## src/dma_pkg.sv

```systemverilog
/* shared package for the DMA adapter: word and field widths, bridge register map,
   register values and the command and register-write structs */
`default_nettype none

package dma_pkg;

    localparam int WORD_W       = 64;
    localparam int BURST_ADDR_W = 25; // address bits 31..7
    localparam int REG_ADDR_W   = 16;
    localparam int REG_DATA_W   = 32;

    // bridge register map
    localparam logic [REG_ADDR_W-1:0] REG_CTRL   = 16'h0200;
    localparam logic [REG_ADDR_W-1:0] REG_LOADDR = 16'h0202;
    localparam logic [REG_ADDR_W-1:0] REG_SIZE   = 16'h0203;
    localparam logic [REG_ADDR_W-1:0] REG_START  = 16'h0204;
    localparam logic [REG_ADDR_W-1:0] REG_LEN    = 16'h0205;
    localparam logic [REG_ADDR_W-1:0] REG_WIDTH  = 16'h0206;
    localparam logic [REG_ADDR_W-1:0] REG_MODE   = 16'h0207;

    localparam logic [REG_DATA_W-1:0] MODE_VAL = 32'd3;
    localparam logic [REG_DATA_W-1:0] CTRL_GO  = 32'd3; // launches one transfer

    // host command, one burst per command
    typedef struct packed {
        logic                    is_write;
        logic [BURST_ADDR_W-1:0] burst_addr;
    } dma_cmd_t;

    // one bridge register write as the serializer sends it
    typedef struct packed {
        logic [REG_ADDR_W-1:0] addr;
        logic [REG_DATA_W-1:0] data;
    } reg_write_t;

endpackage

`default_nettype wire

```

## src/dma_ctrl.sv

```systemverilog
/* command register, busy and bridge setup flag, plus start sequencing of the
   register sequencer and the write and read burst modules */
`timescale 1ns/1ps
`default_nettype none

module dma_ctrl
    import dma_pkg::*;
(
    input  wire                     clk,
    input  wire                     rst,
    input  wire                     cmd_valid,
    input  dma_cmd_t                cmd,
    input  wire                     seq_done,
    input  wire                     wr_done,
    input  wire                     rd_done,
    input  wire                     rdata_done,
    output logic                    cmd_ready,
    output logic [BURST_ADDR_W-1:0] burst_addr,
    output logic                    seq_start,
    output logic                    full_setup,
    output logic                    wr_start,
    output logic                    rd_start,
    output logic                    cmd_wrmem
);

    dma_cmd_t cmd_q;
    logic     accept;
    logic     busy;
    logic     start_q;    // one cycle after acceptance
    logic     bridge_set; // setup registers already written
    logic     seq_seen;
    logic     wr_seen;
    logic     rdata_seen;
    logic     rd_issued;

    assign cmd_ready = ~busy;
    assign accept    = cmd_valid & cmd_ready;

    always_ff @(posedge clk)
    begin
        if (accept)
            cmd_q <= cmd;
    end

    always_ff @(posedge clk)
    begin
        if (rst)
        begin
            busy       <= 1'b0;
            start_q    <= 1'b0;
            bridge_set <= 1'b0;
            seq_seen   <= 1'b0;
            wr_seen    <= 1'b0;
            rdata_seen <= 1'b0;
            rd_issued  <= 1'b0;
            rd_start   <= 1'b0;
        end
        else
        begin
            start_q  <= accept;
            rd_start <= 1'b0;
            if (start_q)
                bridge_set <= 1'b1;
            if (accept)
            begin
                busy       <= 1'b1;
                seq_seen   <= 1'b0;
                wr_seen    <= 1'b0;
                rdata_seen <= 1'b0;
                rd_issued  <= 1'b0;
            end
            else if (busy)
            begin
                if (seq_done)
                    seq_seen <= 1'b1;
                if (wr_done)
                    wr_seen <= 1'b1;
                if (rdata_done)
                    rdata_seen <= 1'b1; // bridge buffer filled
                // read data may only move once address and buffer are ready
                if (!cmd_q.is_write && seq_seen && rdata_seen && !rd_issued)
                begin
                    rd_start  <= 1'b1;
                    rd_issued <= 1'b1;
                end
                if (cmd_q.is_write ? (seq_seen && wr_seen) : rd_done)
                    busy <= 1'b0;
            end
        end
    end

    assign burst_addr = cmd_q.burst_addr;
    assign seq_start  = start_q;
    assign full_setup = ~bridge_set; // only the first command after reset
    assign wr_start   = start_q & cmd_q.is_write; // data flows during register writes
    assign cmd_wrmem  = busy & cmd_q.is_write;

endmodule

`default_nettype wire

```

## src/bridge_reg_sequencer.sv

```systemverilog
/* bridge register write sequencer, full setup table or address and control only */
`timescale 1ns/1ps
`default_nettype none

module bridge_reg_sequencer
    import dma_pkg::*;
#(
    parameter int BURST_LEN = 16
)
(
    input  wire                     clk,
    input  wire                     rst,
    input  wire                     seq_start,
    input  wire                     full_setup,
    input  wire  [BURST_ADDR_W-1:0] burst_addr,
    input  wire                     reg_ready,
    output logic                    reg_valid,
    output reg_write_t              reg_wr,
    output logic                    seq_done
);

    localparam logic [1:0] ST_IDLE  = 2'd0;
    localparam logic [1:0] ST_OFFER = 2'd1;
    localparam logic [1:0] ST_DRAIN = 2'd2; // CTRL accepted, serializer still sending

    localparam logic [2:0] IDX_MODE   = 3'd0;
    localparam logic [2:0] IDX_LOADDR = 3'd5;
    localparam logic [2:0] IDX_CTRL   = 3'd6;

    localparam logic [REG_DATA_W-1:0] LEN_VAL = REG_DATA_W'(BURST_LEN);

    logic [1:0] state;
    logic [2:0] idx;
    logic       taken;

    assign reg_valid = (state == ST_OFFER);
    assign taken     = reg_valid & reg_ready;

    // register table, indexed by step
    always_comb
    begin
        case (idx)
            3'd0:    reg_wr = '{addr: REG_MODE,  data: MODE_VAL};
            3'd1:    reg_wr = '{addr: REG_WIDTH, data: LEN_VAL};
            3'd2:    reg_wr = '{addr: REG_LEN,   data: LEN_VAL};
            3'd3:    reg_wr = '{addr: REG_START, data: '0};
            3'd4:    reg_wr = '{addr: REG_SIZE,  data: LEN_VAL};
            3'd5:    reg_wr = '{addr: REG_LOADDR,
                                data: {{(REG_DATA_W-BURST_ADDR_W){1'b0}}, burst_addr}};
            default: reg_wr = '{addr: REG_CTRL,  data: CTRL_GO};
        endcase
    end

    always_ff @(posedge clk)
    begin
        if (rst)
        begin
            state    <= ST_IDLE;
            idx      <= IDX_MODE;
            seq_done <= 1'b0;
        end
        else
        begin
            seq_done <= 1'b0;
            case (state)
                ST_IDLE:
                begin
                    if (seq_start)
                    begin
                        idx   <= full_setup ? IDX_MODE : IDX_LOADDR;
                        state <= ST_OFFER;
                    end
                end
                ST_OFFER:
                begin
                    if (taken)
                    begin
                        if (idx == IDX_CTRL)
                            state <= ST_DRAIN;
                        else
                            idx <= idx + 3'd1;
                    end
                end
                ST_DRAIN:
                begin
                    if (reg_ready)
                    begin
                        seq_done <= 1'b1;
                        state    <= ST_IDLE;
                    end
                end
                default: state <= ST_IDLE;
            endcase
        end
    end

endmodule

`default_nettype wire

```

## src/reg_byte_serializer.sv

```systemverilog
/* register write serializer: six bytes on cmd_ad, strobe with the first byte */
`timescale 1ns/1ps
`default_nettype none

module reg_byte_serializer
    import dma_pkg::*;
(
    input  wire        clk,
    input  wire        rst,
    input  wire        reg_valid,
    input  reg_write_t reg_wr,
    output logic       reg_ready,
    output logic [7:0] cmd_ad,
    output logic       cmd_stb
);

    localparam int SHIFT_W = REG_ADDR_W + REG_DATA_W - 8; // bytes after the first

    logic               busy;
    logic               accept;
    logic [2:0]         bytes_left;
    logic [SHIFT_W-1:0] shift_q;

    assign reg_ready = ~busy;
    assign accept    = reg_valid & reg_ready;

    // data bytes follow address bytes, lowest byte first
    always_ff @(posedge clk)
    begin
        if (accept)
            shift_q <= {reg_wr.data, reg_wr.addr[15:8]};
        else if (busy)
            shift_q <= shift_q >> 8;
    end

    always_ff @(posedge clk)
    begin
        if (rst)
        begin
            busy       <= 1'b0;
            bytes_left <= 3'd0;
            cmd_ad     <= 8'h00;
            cmd_stb    <= 1'b0;
        end
        else
        begin
            cmd_stb <= 1'b0;
            if (accept)
            begin
                busy       <= 1'b1;
                bytes_left <= 3'd5;
                cmd_ad     <= reg_wr.addr[7:0]; // address low, with strobe
                cmd_stb    <= 1'b1;
            end
            else if (busy)
            begin
                if (bytes_left != 3'd0)
                begin
                    cmd_ad     <= shift_q[7:0];
                    bytes_left <= bytes_left - 3'd1;
                end
                else
                begin
                    cmd_ad <= 8'h00; // sixth byte done
                    busy   <= 1'b0;
                end
            end
        end
    end

endmodule

`default_nettype wire

```

## src/wr_burst.sv

```systemverilog
/* write burst: host words into the bridge write buffer, page pulses at the end */
`timescale 1ns/1ps
`default_nettype none

module wr_burst
    import dma_pkg::*;
#(
    parameter int BURST_LEN = 16
)
(
    input  wire               clk,
    input  wire               rst,
    input  wire               wr_start,
    input  wire               wr_valid,
    input  wire  [WORD_W-1:0] wr_data,
    output logic              wr_ready,
    output logic              buf_wr,
    output logic [WORD_W-1:0] buf_wdata,
    output logic              buf_wpage_nxt,
    output logic              page_ready_chn,
    output logic              xfer_reset_page_wr,
    output logic              wr_done
);

    localparam int CNT_W = $clog2(BURST_LEN);

    logic             active;
    logic [CNT_W-1:0] cnt;
    logic             accept;
    logic             last;
    logic             last_q;    // last word goes to the buffer this cycle
    logic             page_done;

    assign wr_ready = active;
    assign accept   = wr_valid & wr_ready;
    assign last     = (cnt == CNT_W'(BURST_LEN - 1));

    always_ff @(posedge clk)
    begin
        if (accept)
            buf_wdata <= wr_data;
    end

    always_ff @(posedge clk)
    begin
        if (rst)
        begin
            active             <= 1'b0;
            cnt                <= '0;
            buf_wr             <= 1'b0;
            last_q             <= 1'b0;
            page_done          <= 1'b0;
            xfer_reset_page_wr <= 1'b0;
        end
        else
        begin
            xfer_reset_page_wr <= wr_start;
            buf_wr             <= accept;
            last_q             <= accept & last;
            page_done          <= last_q; // one cycle after the last buf_wr
            if (wr_start)
            begin
                active <= 1'b1;
                cnt    <= '0;
            end
            else if (accept)
            begin
                cnt <= cnt + 1'b1;
                if (last)
                    active <= 1'b0;
            end
        end
    end

    assign buf_wpage_nxt  = page_done;
    assign page_ready_chn = page_done;
    assign wr_done        = page_done;

endmodule

`default_nettype wire

```

## src/rd_burst.sv

```systemverilog
/* read burst: words fetched from the bridge read buffer and held for the host */
`timescale 1ns/1ps
`default_nettype none

module rd_burst
    import dma_pkg::*;
#(
    parameter int BURST_LEN = 16
)
(
    input  wire               clk,
    input  wire               rst,
    input  wire               rd_start,
    input  wire  [WORD_W-1:0] buf_rdata,
    input  wire               rd_ready,
    output logic              buf_rd,
    output logic              rd_valid,
    output logic [WORD_W-1:0] rd_data,
    output logic              buf_rpage_nxt,
    output logic              xfer_reset_page_rd,
    output logic              rd_done
);

    localparam int CNT_W = $clog2(BURST_LEN);

    localparam logic [2:0] ST_IDLE  = 3'd0;
    localparam logic [2:0] ST_PAGE  = 3'd1; // page reset pulse
    localparam logic [2:0] ST_FETCH = 3'd2;
    localparam logic [2:0] ST_CAPT  = 3'd3; // buf_rdata valid here
    localparam logic [2:0] ST_HOLD  = 3'd4;

    logic [2:0]       state;
    logic [CNT_W-1:0] cnt;

    assign xfer_reset_page_rd = (state == ST_PAGE);
    assign buf_rd             = (state == ST_FETCH);
    assign rd_valid           = (state == ST_HOLD);

    always_ff @(posedge clk)
    begin
        if (state == ST_CAPT)
            rd_data <= buf_rdata;
    end

    always_ff @(posedge clk)
    begin
        if (rst)
        begin
            state         <= ST_IDLE;
            cnt           <= '0;
            buf_rpage_nxt <= 1'b0;
            rd_done       <= 1'b0;
        end
        else
        begin
            buf_rpage_nxt <= 1'b0;
            rd_done       <= 1'b0;
            case (state)
                ST_IDLE:  if (rd_start) state <= ST_PAGE;
                ST_PAGE:
                begin
                    cnt   <= '0;
                    state <= ST_FETCH;
                end
                ST_FETCH: state <= ST_CAPT;
                ST_CAPT:  state <= ST_HOLD;
                ST_HOLD:
                begin
                    if (rd_ready)
                    begin
                        if (cnt == CNT_W'(BURST_LEN - 1))
                        begin
                            buf_rpage_nxt <= 1'b1;
                            rd_done       <= 1'b1;
                            state         <= ST_IDLE;
                        end
                        else
                        begin
                            cnt   <= cnt + 1'b1;
                            state <= ST_FETCH; // next word
                        end
                    end
                end
                default: state <= ST_IDLE;
            endcase
        end
    end

endmodule

`default_nettype wire

```

## src/dma_adapter.sv

```systemverilog
/* DMA adapter top level: control, register sequencer and serializer,
   write and read burst modules */
`timescale 1ns/1ps
`default_nettype none

module dma_adapter
    import dma_pkg::*;
#(
    parameter int BURST_LEN = 16
)
(
    input  wire               clk,
    input  wire               rst,
    input  wire               cmd_valid,
    input  dma_cmd_t          cmd,
    input  wire               wr_valid,
    input  wire  [WORD_W-1:0] wr_data,
    input  wire               rd_ready,
    input  wire  [WORD_W-1:0] buf_rdata,
    input  wire               rdata_done,
    output logic              cmd_ready,
    output logic              wr_ready,
    output logic              rd_valid,
    output logic [WORD_W-1:0] rd_data,
    output logic [7:0]        cmd_ad,
    output logic              cmd_stb,
    output logic              cmd_wrmem,
    output logic              page_ready_chn,
    output logic              xfer_reset_page_wr,
    output logic              buf_wpage_nxt,
    output logic              buf_wr,
    output logic [WORD_W-1:0] buf_wdata,
    output logic              xfer_reset_page_rd,
    output logic              buf_rpage_nxt,
    output logic              buf_rd
);

    logic [BURST_ADDR_W-1:0] burst_addr;
    logic                    seq_start;
    logic                    full_setup;
    logic                    seq_done;
    logic                    wr_start;
    logic                    wr_done;
    logic                    rd_start;
    logic                    rd_done;
    logic                    reg_valid;
    logic                    reg_ready;
    reg_write_t              reg_wr;

    dma_ctrl u_ctrl (
        .clk        (clk),
        .rst        (rst),
        .cmd_valid  (cmd_valid),
        .cmd        (cmd),
        .seq_done   (seq_done),
        .wr_done    (wr_done),
        .rd_done    (rd_done),
        .rdata_done (rdata_done),
        .cmd_ready  (cmd_ready),
        .burst_addr (burst_addr),
        .seq_start  (seq_start),
        .full_setup (full_setup),
        .wr_start   (wr_start),
        .rd_start   (rd_start),
        .cmd_wrmem  (cmd_wrmem)
    );

    bridge_reg_sequencer #(.BURST_LEN(BURST_LEN)) u_seq (
        .clk        (clk),
        .rst        (rst),
        .seq_start  (seq_start),
        .full_setup (full_setup),
        .burst_addr (burst_addr),
        .reg_ready  (reg_ready),
        .reg_valid  (reg_valid),
        .reg_wr     (reg_wr),
        .seq_done   (seq_done)
    );

    reg_byte_serializer u_ser (
        .clk       (clk),
        .rst       (rst),
        .reg_valid (reg_valid),
        .reg_wr    (reg_wr),
        .reg_ready (reg_ready),
        .cmd_ad    (cmd_ad),
        .cmd_stb   (cmd_stb)
    );

    wr_burst #(.BURST_LEN(BURST_LEN)) u_wr (
        .clk                (clk),
        .rst                (rst),
        .wr_start           (wr_start),
        .wr_valid           (wr_valid),
        .wr_data            (wr_data),
        .wr_ready           (wr_ready),
        .buf_wr             (buf_wr),
        .buf_wdata          (buf_wdata),
        .buf_wpage_nxt      (buf_wpage_nxt),
        .page_ready_chn     (page_ready_chn),
        .xfer_reset_page_wr (xfer_reset_page_wr),
        .wr_done            (wr_done)
    );

    rd_burst #(.BURST_LEN(BURST_LEN)) u_rd (
        .clk                (clk),
        .rst                (rst),
        .rd_start           (rd_start),
        .buf_rdata          (buf_rdata),
        .rd_ready           (rd_ready),
        .buf_rd             (buf_rd),
        .rd_valid           (rd_valid),
        .rd_data            (rd_data),
        .buf_rpage_nxt      (buf_rpage_nxt),
        .xfer_reset_page_rd (xfer_reset_page_rd),
        .rd_done            (rd_done)
    );

endmodule

`default_nettype wire

```

## config.mk

```make
export PLATFORM = sky130hd
export DESIGN_NAME = dma_adapter
export DESIGN_NICKNAME = d
export VERILOG_FILES = /design/src/dma_pkg.sv /design/src/dma_ctrl.sv /design/src/bridge_reg_sequencer.sv /design/src/reg_byte_serializer.sv /design/src/wr_burst.sv /design/src/rd_burst.sv /design/src/dma_adapter.sv
export SDC_FILE = /design/constraint.sdc
export NUM_CORES = 1
export LEC_CHECK = 0
export BUFFER_PORTS_ARGS = -buffer_cell sky130_fd_sc_hd__clkbuf_2
export CORE_UTILIZATION = 40
export DETAILED_ROUTE_END_ITERATION = 7
export PLACE_DENSITY = 0.71
export SYNTH_ARGS = -nofsm -noshare
export SYNTH_HDL_FRONTEND = slang
export SYNTH_SLANG_ARGS = --single-unit
```

## constraint.sdc

```tcl
create_clock -name clk -period 5.1 [get_ports clk]
set_input_delay 1.02 -clock clk [delete_from_list [all_inputs] [get_ports clk]]
set_output_delay 1.02 -clock clk [all_outputs]
set_load 0.03 [all_outputs]
```

==> impl_summary.md <==
Setup path
On the worst path, the slowest cell contributes a delay of 0.50 ns. The worst setup path is of the reg -> out kind. The path length in cells of the critical path is 2. Setup slack on the worst reg-to-reg path comes out at 2.82 ns.

In this design, the largest share of critical-path delay is due to flip-flops. The critical path goes through nor3b_1 -> clkbuf_2. Of all nets on the critical path, the largest fanout is 7. In this run the critical register-to-register path is launched from u_seq.state[0]$_SDFFE_PP0P_. The worst setup path is launched from a register. The number of buffers and inverters on the critical path is 1.

The worst setup path is captured at a primary output. STA puts the critical path data arrival time at 1.73 ns. The slowest cell on the critical path is sky130_fd_sc_hd__dfxtp_1. The startpoint of the worst setup timing path is u_rd.state[0]$_SDFFE_PP0P_. In this run the critical register-to-register path is captured at u_ser.shift_q[9]$_DFFE_PP_. The worst endpoint required time is 4.08 ns. The timing endpoint of the critical path is xfer_reset_page_rd. The number of cells on the worst reg-to-reg path is 4.

Layout
The count of fill cells added during filler insertion is 1616. In the final design database the tool counted 966 nets. In the final layout, the share of cells above drive strength 1 is 43.2%. Compared with the post-synthesis result, the final layout area differs by 32.9%. The utilization of the core after routing is 54.1%.

Die
The die is 143 microns tall. The die span in x is 143 microns. In this run the count of I/O pins placed on the die edge is 308.

The number of rows in the core area is 51. Once the floorplan was initialized, standard cells occupied 40.7% of the core. After floorplanning, the core was sized to cover 0.0195 sq mm. The die covers 0.0204 sq mm.

Timing
For the pin with the worst max-slew slack, the measured transition is 1.00 ns. The count of pins over their slew limit is 0. The worst path uses 53.9% of the clock period. Adding up every negative setup slack in the final design gives 0 ns.

Setup repair after global routing left no endpoint under its margin. The time the worst path needs with I/O delays and setup is 2.75 ns. Static timing analysis puts the maximum clock frequency at 364 MHz.

In this run the tightest slew margin relative to its limit is 33.2%. The clock skew is 0.00771 ns. Setup violations remaining at the end of the flow were counted as 0. The final number of hold-violating endpoints is 0.

Yosys
Counting flops and latches in the post-synthesis netlist gives 231. The share of the yosys chip area belonging to registers is 82.0%. The number of nets in the synthesized netlist is 647. The Yosys step of the flow raised 0 warnings. The most used flip-flop cell after synthesis is sky130_fd_sc_hd__edfxtp_1. Counting flops with a built-in enable in the synthesized netlist gives 187. Synthesis produced 478 cells.

After synthesis, the mean cell area works out to 16.6 sq um. Synthesis instantiated 48 different standard cells from the library. Summing every instance area after synthesis gives 0.00792 sq mm. In the synthesized netlist the async set-or-reset flop fraction comes to 0%.

Hold path
Along the worst hold path, the cell count comes to 1. The path class of the lowest-slack min-delay path is reg -> reg.

Clock tree
Hold repair after CTS inserted 0 buffers. The clock insertion delay at the later pin of the skew report is 0.51 ns. TritonCTS built the clock tree.

Once the clock tree was built, the resizer swapped 0 gates to a different size. The total clock buffers created by CTS is 25. For this design, the sink count on the clock tree is 231. The maximum clock insertion buffer count is 3. The H-tree level count is 1.

The register clock-pin slew on the reported worst setup and hold paths is 0.06 ns. The total setup buffers inserted after CTS is 0. The clock root buffer master is sky130_fd_sc_hd__clkbuf_16.

Job
The tool flagged a number of max-cap violations equal to 0.

Placed design
The routability congestion estimate is 0.779. Buffers placed on the I/O ports in this run total 307. The post-detailed-placement half-perimeter wirelength is 14000 microns.

Power
For this design the static power due to leakage is 4.36 nW. In this run the power density over the cells is 387 mW/mm^2. VDD sags by at most 254 uV.

GRT
Entering global routing, the biggest net connects 56 pins. The final global-route overflow total is 0. The global router's overall resource usage is 17.9%. The number of global-route vias before repair is 4762. The wire length of the first global-routing pass is 27000 microns. The initial antenna violation count is 2.

Routing
The iteration-0 DRC count of the detailed router is 257. The total wire length after detailed routing is 18900 microns. The total DRC errors in the routed layout is 0. The detailed router placed 4999 vias in this run. In this run the remaining antenna-violating nets after routing total 0. The number of optimization iterations in the first detailed-route pass is 4. After detailed routing, the number of vias per cell comes to 4.61.

Dividing the detail-routed wire length by the instance count gives 17.5 microns.

Run status
The run finished with clean final reports.
-- state kept, by name, indices dropped and copies added, names as in the netlist, 2 cells and up --
name / flops
u_wr.buf_wdata: 64
u_ser.cmd_ad: 8
u_rd.cnt: 4
u_rd.state: 3
u_ctrl.burst_addr: 25
u_seq.idx: 3
u_ser.bytes_left: 3
u_ser.shift_q: 33
u_rd.rd_data: 64
u_wr.cnt: 4
u_seq.state: 2
-- worst reg2reg max path, stage by stage, from the launching register on --
cell	delay, ns
sky130_fd_sc_hd__dfxtp_1	0.52
sky130_fd_sc_hd__nor2b_1	0.44
sky130_fd_sc_hd__nand2b_1	0.64
sky130_fd_sc_hd__a21oi_1	0.34
sky130_fd_sc_hd__a21oi_1	0.09
-- synthesized netlist by cell type, types with 6 or more instances --
| library cell | number | area share [%] |
|---|---|---|
| sky130_fd_sc_hd__inv_1 | 12 | 0.57 |
| sky130_fd_sc_hd__and3_1 | 8 | 0.63 |
| sky130_fd_sc_hd__clkbuf_1 | 8 | 0.38 |
| sky130_fd_sc_hd__edfxtp_1 | 187 | 71 |
| sky130_fd_sc_hd__nand2_1 | 49 | 2.3 |
| sky130_fd_sc_hd__nor2_1 | 25 | 1.2 |
| sky130_fd_sc_hd__or3_1 | 6 | 0.47 |
| sky130_fd_sc_hd__nand3_1 | 20 | 1.3 |
| sky130_fd_sc_hd__nand2b_1 | 6 | 0.47 |
| sky130_fd_sc_hd__dfxtp_1 | 44 | 11 |
| sky130_fd_sc_hd__o21ai_0 | 6 | 0.38 |
| sky130_fd_sc_hd__nor3_1 | 7 | 0.44 |
| sky130_fd_sc_hd__and2_1 | 9 | 0.71 |
| sky130_fd_sc_hd__buf_2 | 6 | 0.38 |
| sky130_fd_sc_hd__ha_1 | 9 | 1.4 |
| sky130_fd_sc_hd__a21oi_1 | 17 | 1.1 |
| sky130_fd_sc_hd__a22o_1 | 6 | 0.66 |
-- stage by stage --
| stage | setup slack [ns] | cells | total power, mW | hold slack (ns) | instance area, sq um |
|---|---|---|---|---|---|
| 6_report | 2.35 | 1085 | 4.07 | 0.437 | 10500 |
| 5_1_grt | 2.29 | 1080 | 4.21 | 0.455 | 10500 |
| 4_1_cts | 2.34 | 1080 | 4.12 | 0.434 | 10500 |
| 3_5_place_dp | 2.59 | 1035 | 2.37 | 0.424 | 9710 |
| 3_3_place_gp | 2.64 | 1035 | 2.36 | 0.410 | 9710 |
| 2_1_floorplan | 2.08 | 478 | 2.27 | 0.400 | 7920 |
-- layout by cell type (no fill, tap or decap), types with 3 or more instances in the layout --
master                      instances
sky130_fd_sc_hd__a21oi_1           17
sky130_fd_sc_hd__a22o_1             6
sky130_fd_sc_hd__a22oi_1            3
sky130_fd_sc_hd__and2_1             9
sky130_fd_sc_hd__and3_1             8
sky130_fd_sc_hd__buf_4              3
sky130_fd_sc_hd__clkbuf_1           5
sky130_fd_sc_hd__clkbuf_16         25
sky130_fd_sc_hd__clkbuf_2         307
sky130_fd_sc_hd__clkinv_1           4
sky130_fd_sc_hd__clkinv_2           3
sky130_fd_sc_hd__dfxtp_1           44
sky130_fd_sc_hd__diode_2            5
sky130_fd_sc_hd__edfxtp_1         187
sky130_fd_sc_hd__ha_1               9
sky130_fd_sc_hd__inv_1             11
sky130_fd_sc_hd__mux2i_1            3
sky130_fd_sc_hd__nand2_1           49
sky130_fd_sc_hd__nand2b_1           6
sky130_fd_sc_hd__nand3_1           20
sky130_fd_sc_hd__nand3b_1           3
sky130_fd_sc_hd__nor2_1            25
sky130_fd_sc_hd__nor2b_1            3
sky130_fd_sc_hd__nor3_1             7
sky130_fd_sc_hd__nor3b_1            3
sky130_fd_sc_hd__o21ai_0            6
sky130_fd_sc_hd__or3_1              6
sky130_fd_sc_hd__xnor2_1            3
sky130_fd_sc_hd__xor2_1             3
-- logic make-up (layout without fill, tap and decap cells) --
family,Yosys count,after routing,share of synthesized area [%]
flops,231,231,82.0
simple gates,151,151,9.69
compound gates,48,48,4.05
buf+inv,30,367,1.75
fa+ha+maj,9,9,1.42
xor+xnor,6,6,0.664
mux,3,3,0.379
other cells,0,5,0
-- per-layer routing --
metal / GRT usage [%] / vias to the layer above / wire [microns]
met5: 0 / - / 0
met4: 7.30 / 0 / 693
met3: 6.34 / 42 / 1940
met2: 29.8 / 216 / 9070
met1: 21.1 / 2325 / 7240
li1: - / 2416 / -
-- power breakdown --
group	leakage (nW)	internal [mW]	switching, mW
Combinational	1.90	0.0807	0.122
Sequential	2.07	2.10	0.0225
Clock	0.394	1.03	0.705
-- final cells by class --
| cell class | instances | area, sq um | area share (%) |
|---|---|---|---|
| tap | 265 | 332 | 3.15 |
| sequential | 231 | 6500 | 61.7 |
| clock inverter | 13 | 125 | 1.19 |
| multi-input combinational | 217 | 1280 | 12.2 |
| inverter | 12 | 45.0 | 0.428 |
| timing repair buffer | 310 | 1560 | 14.8 |
| antenna | 5 | 12.5 | 0.119 |
| clock buffer | 32 | 672 | 6.38 |
-- how the worst min path moves through the flow --
stage	start	end	slack, ns
after floorplan	u_ctrl.rd_issued$_SDFFE_PP0P_	u_ctrl.rd_start$_SDFF_PP0_	0.40
after global placement	u_ctrl.rd_issued$_SDFFE_PP0P_	u_ctrl.rd_start$_SDFF_PP0_	0.41
after detailed placement	u_ctrl.rd_issued$_SDFFE_PP0P_	u_ctrl.rd_start$_SDFF_PP0_	0.42
after CTS	u_ctrl.rd_issued$_SDFFE_PP0P_	u_ctrl.rd_start$_SDFF_PP0_	0.43
after global routing	u_ctrl.rd_issued$_SDFFE_PP0P_	u_ctrl.rd_start$_SDFF_PP0_	0.46
final	u_ctrl.rd_issued$_SDFFE_PP0P_	u_ctrl.rd_start$_SDFF_PP0_	0.44
No activity file was read; power rests on OpenSTA's default activity.
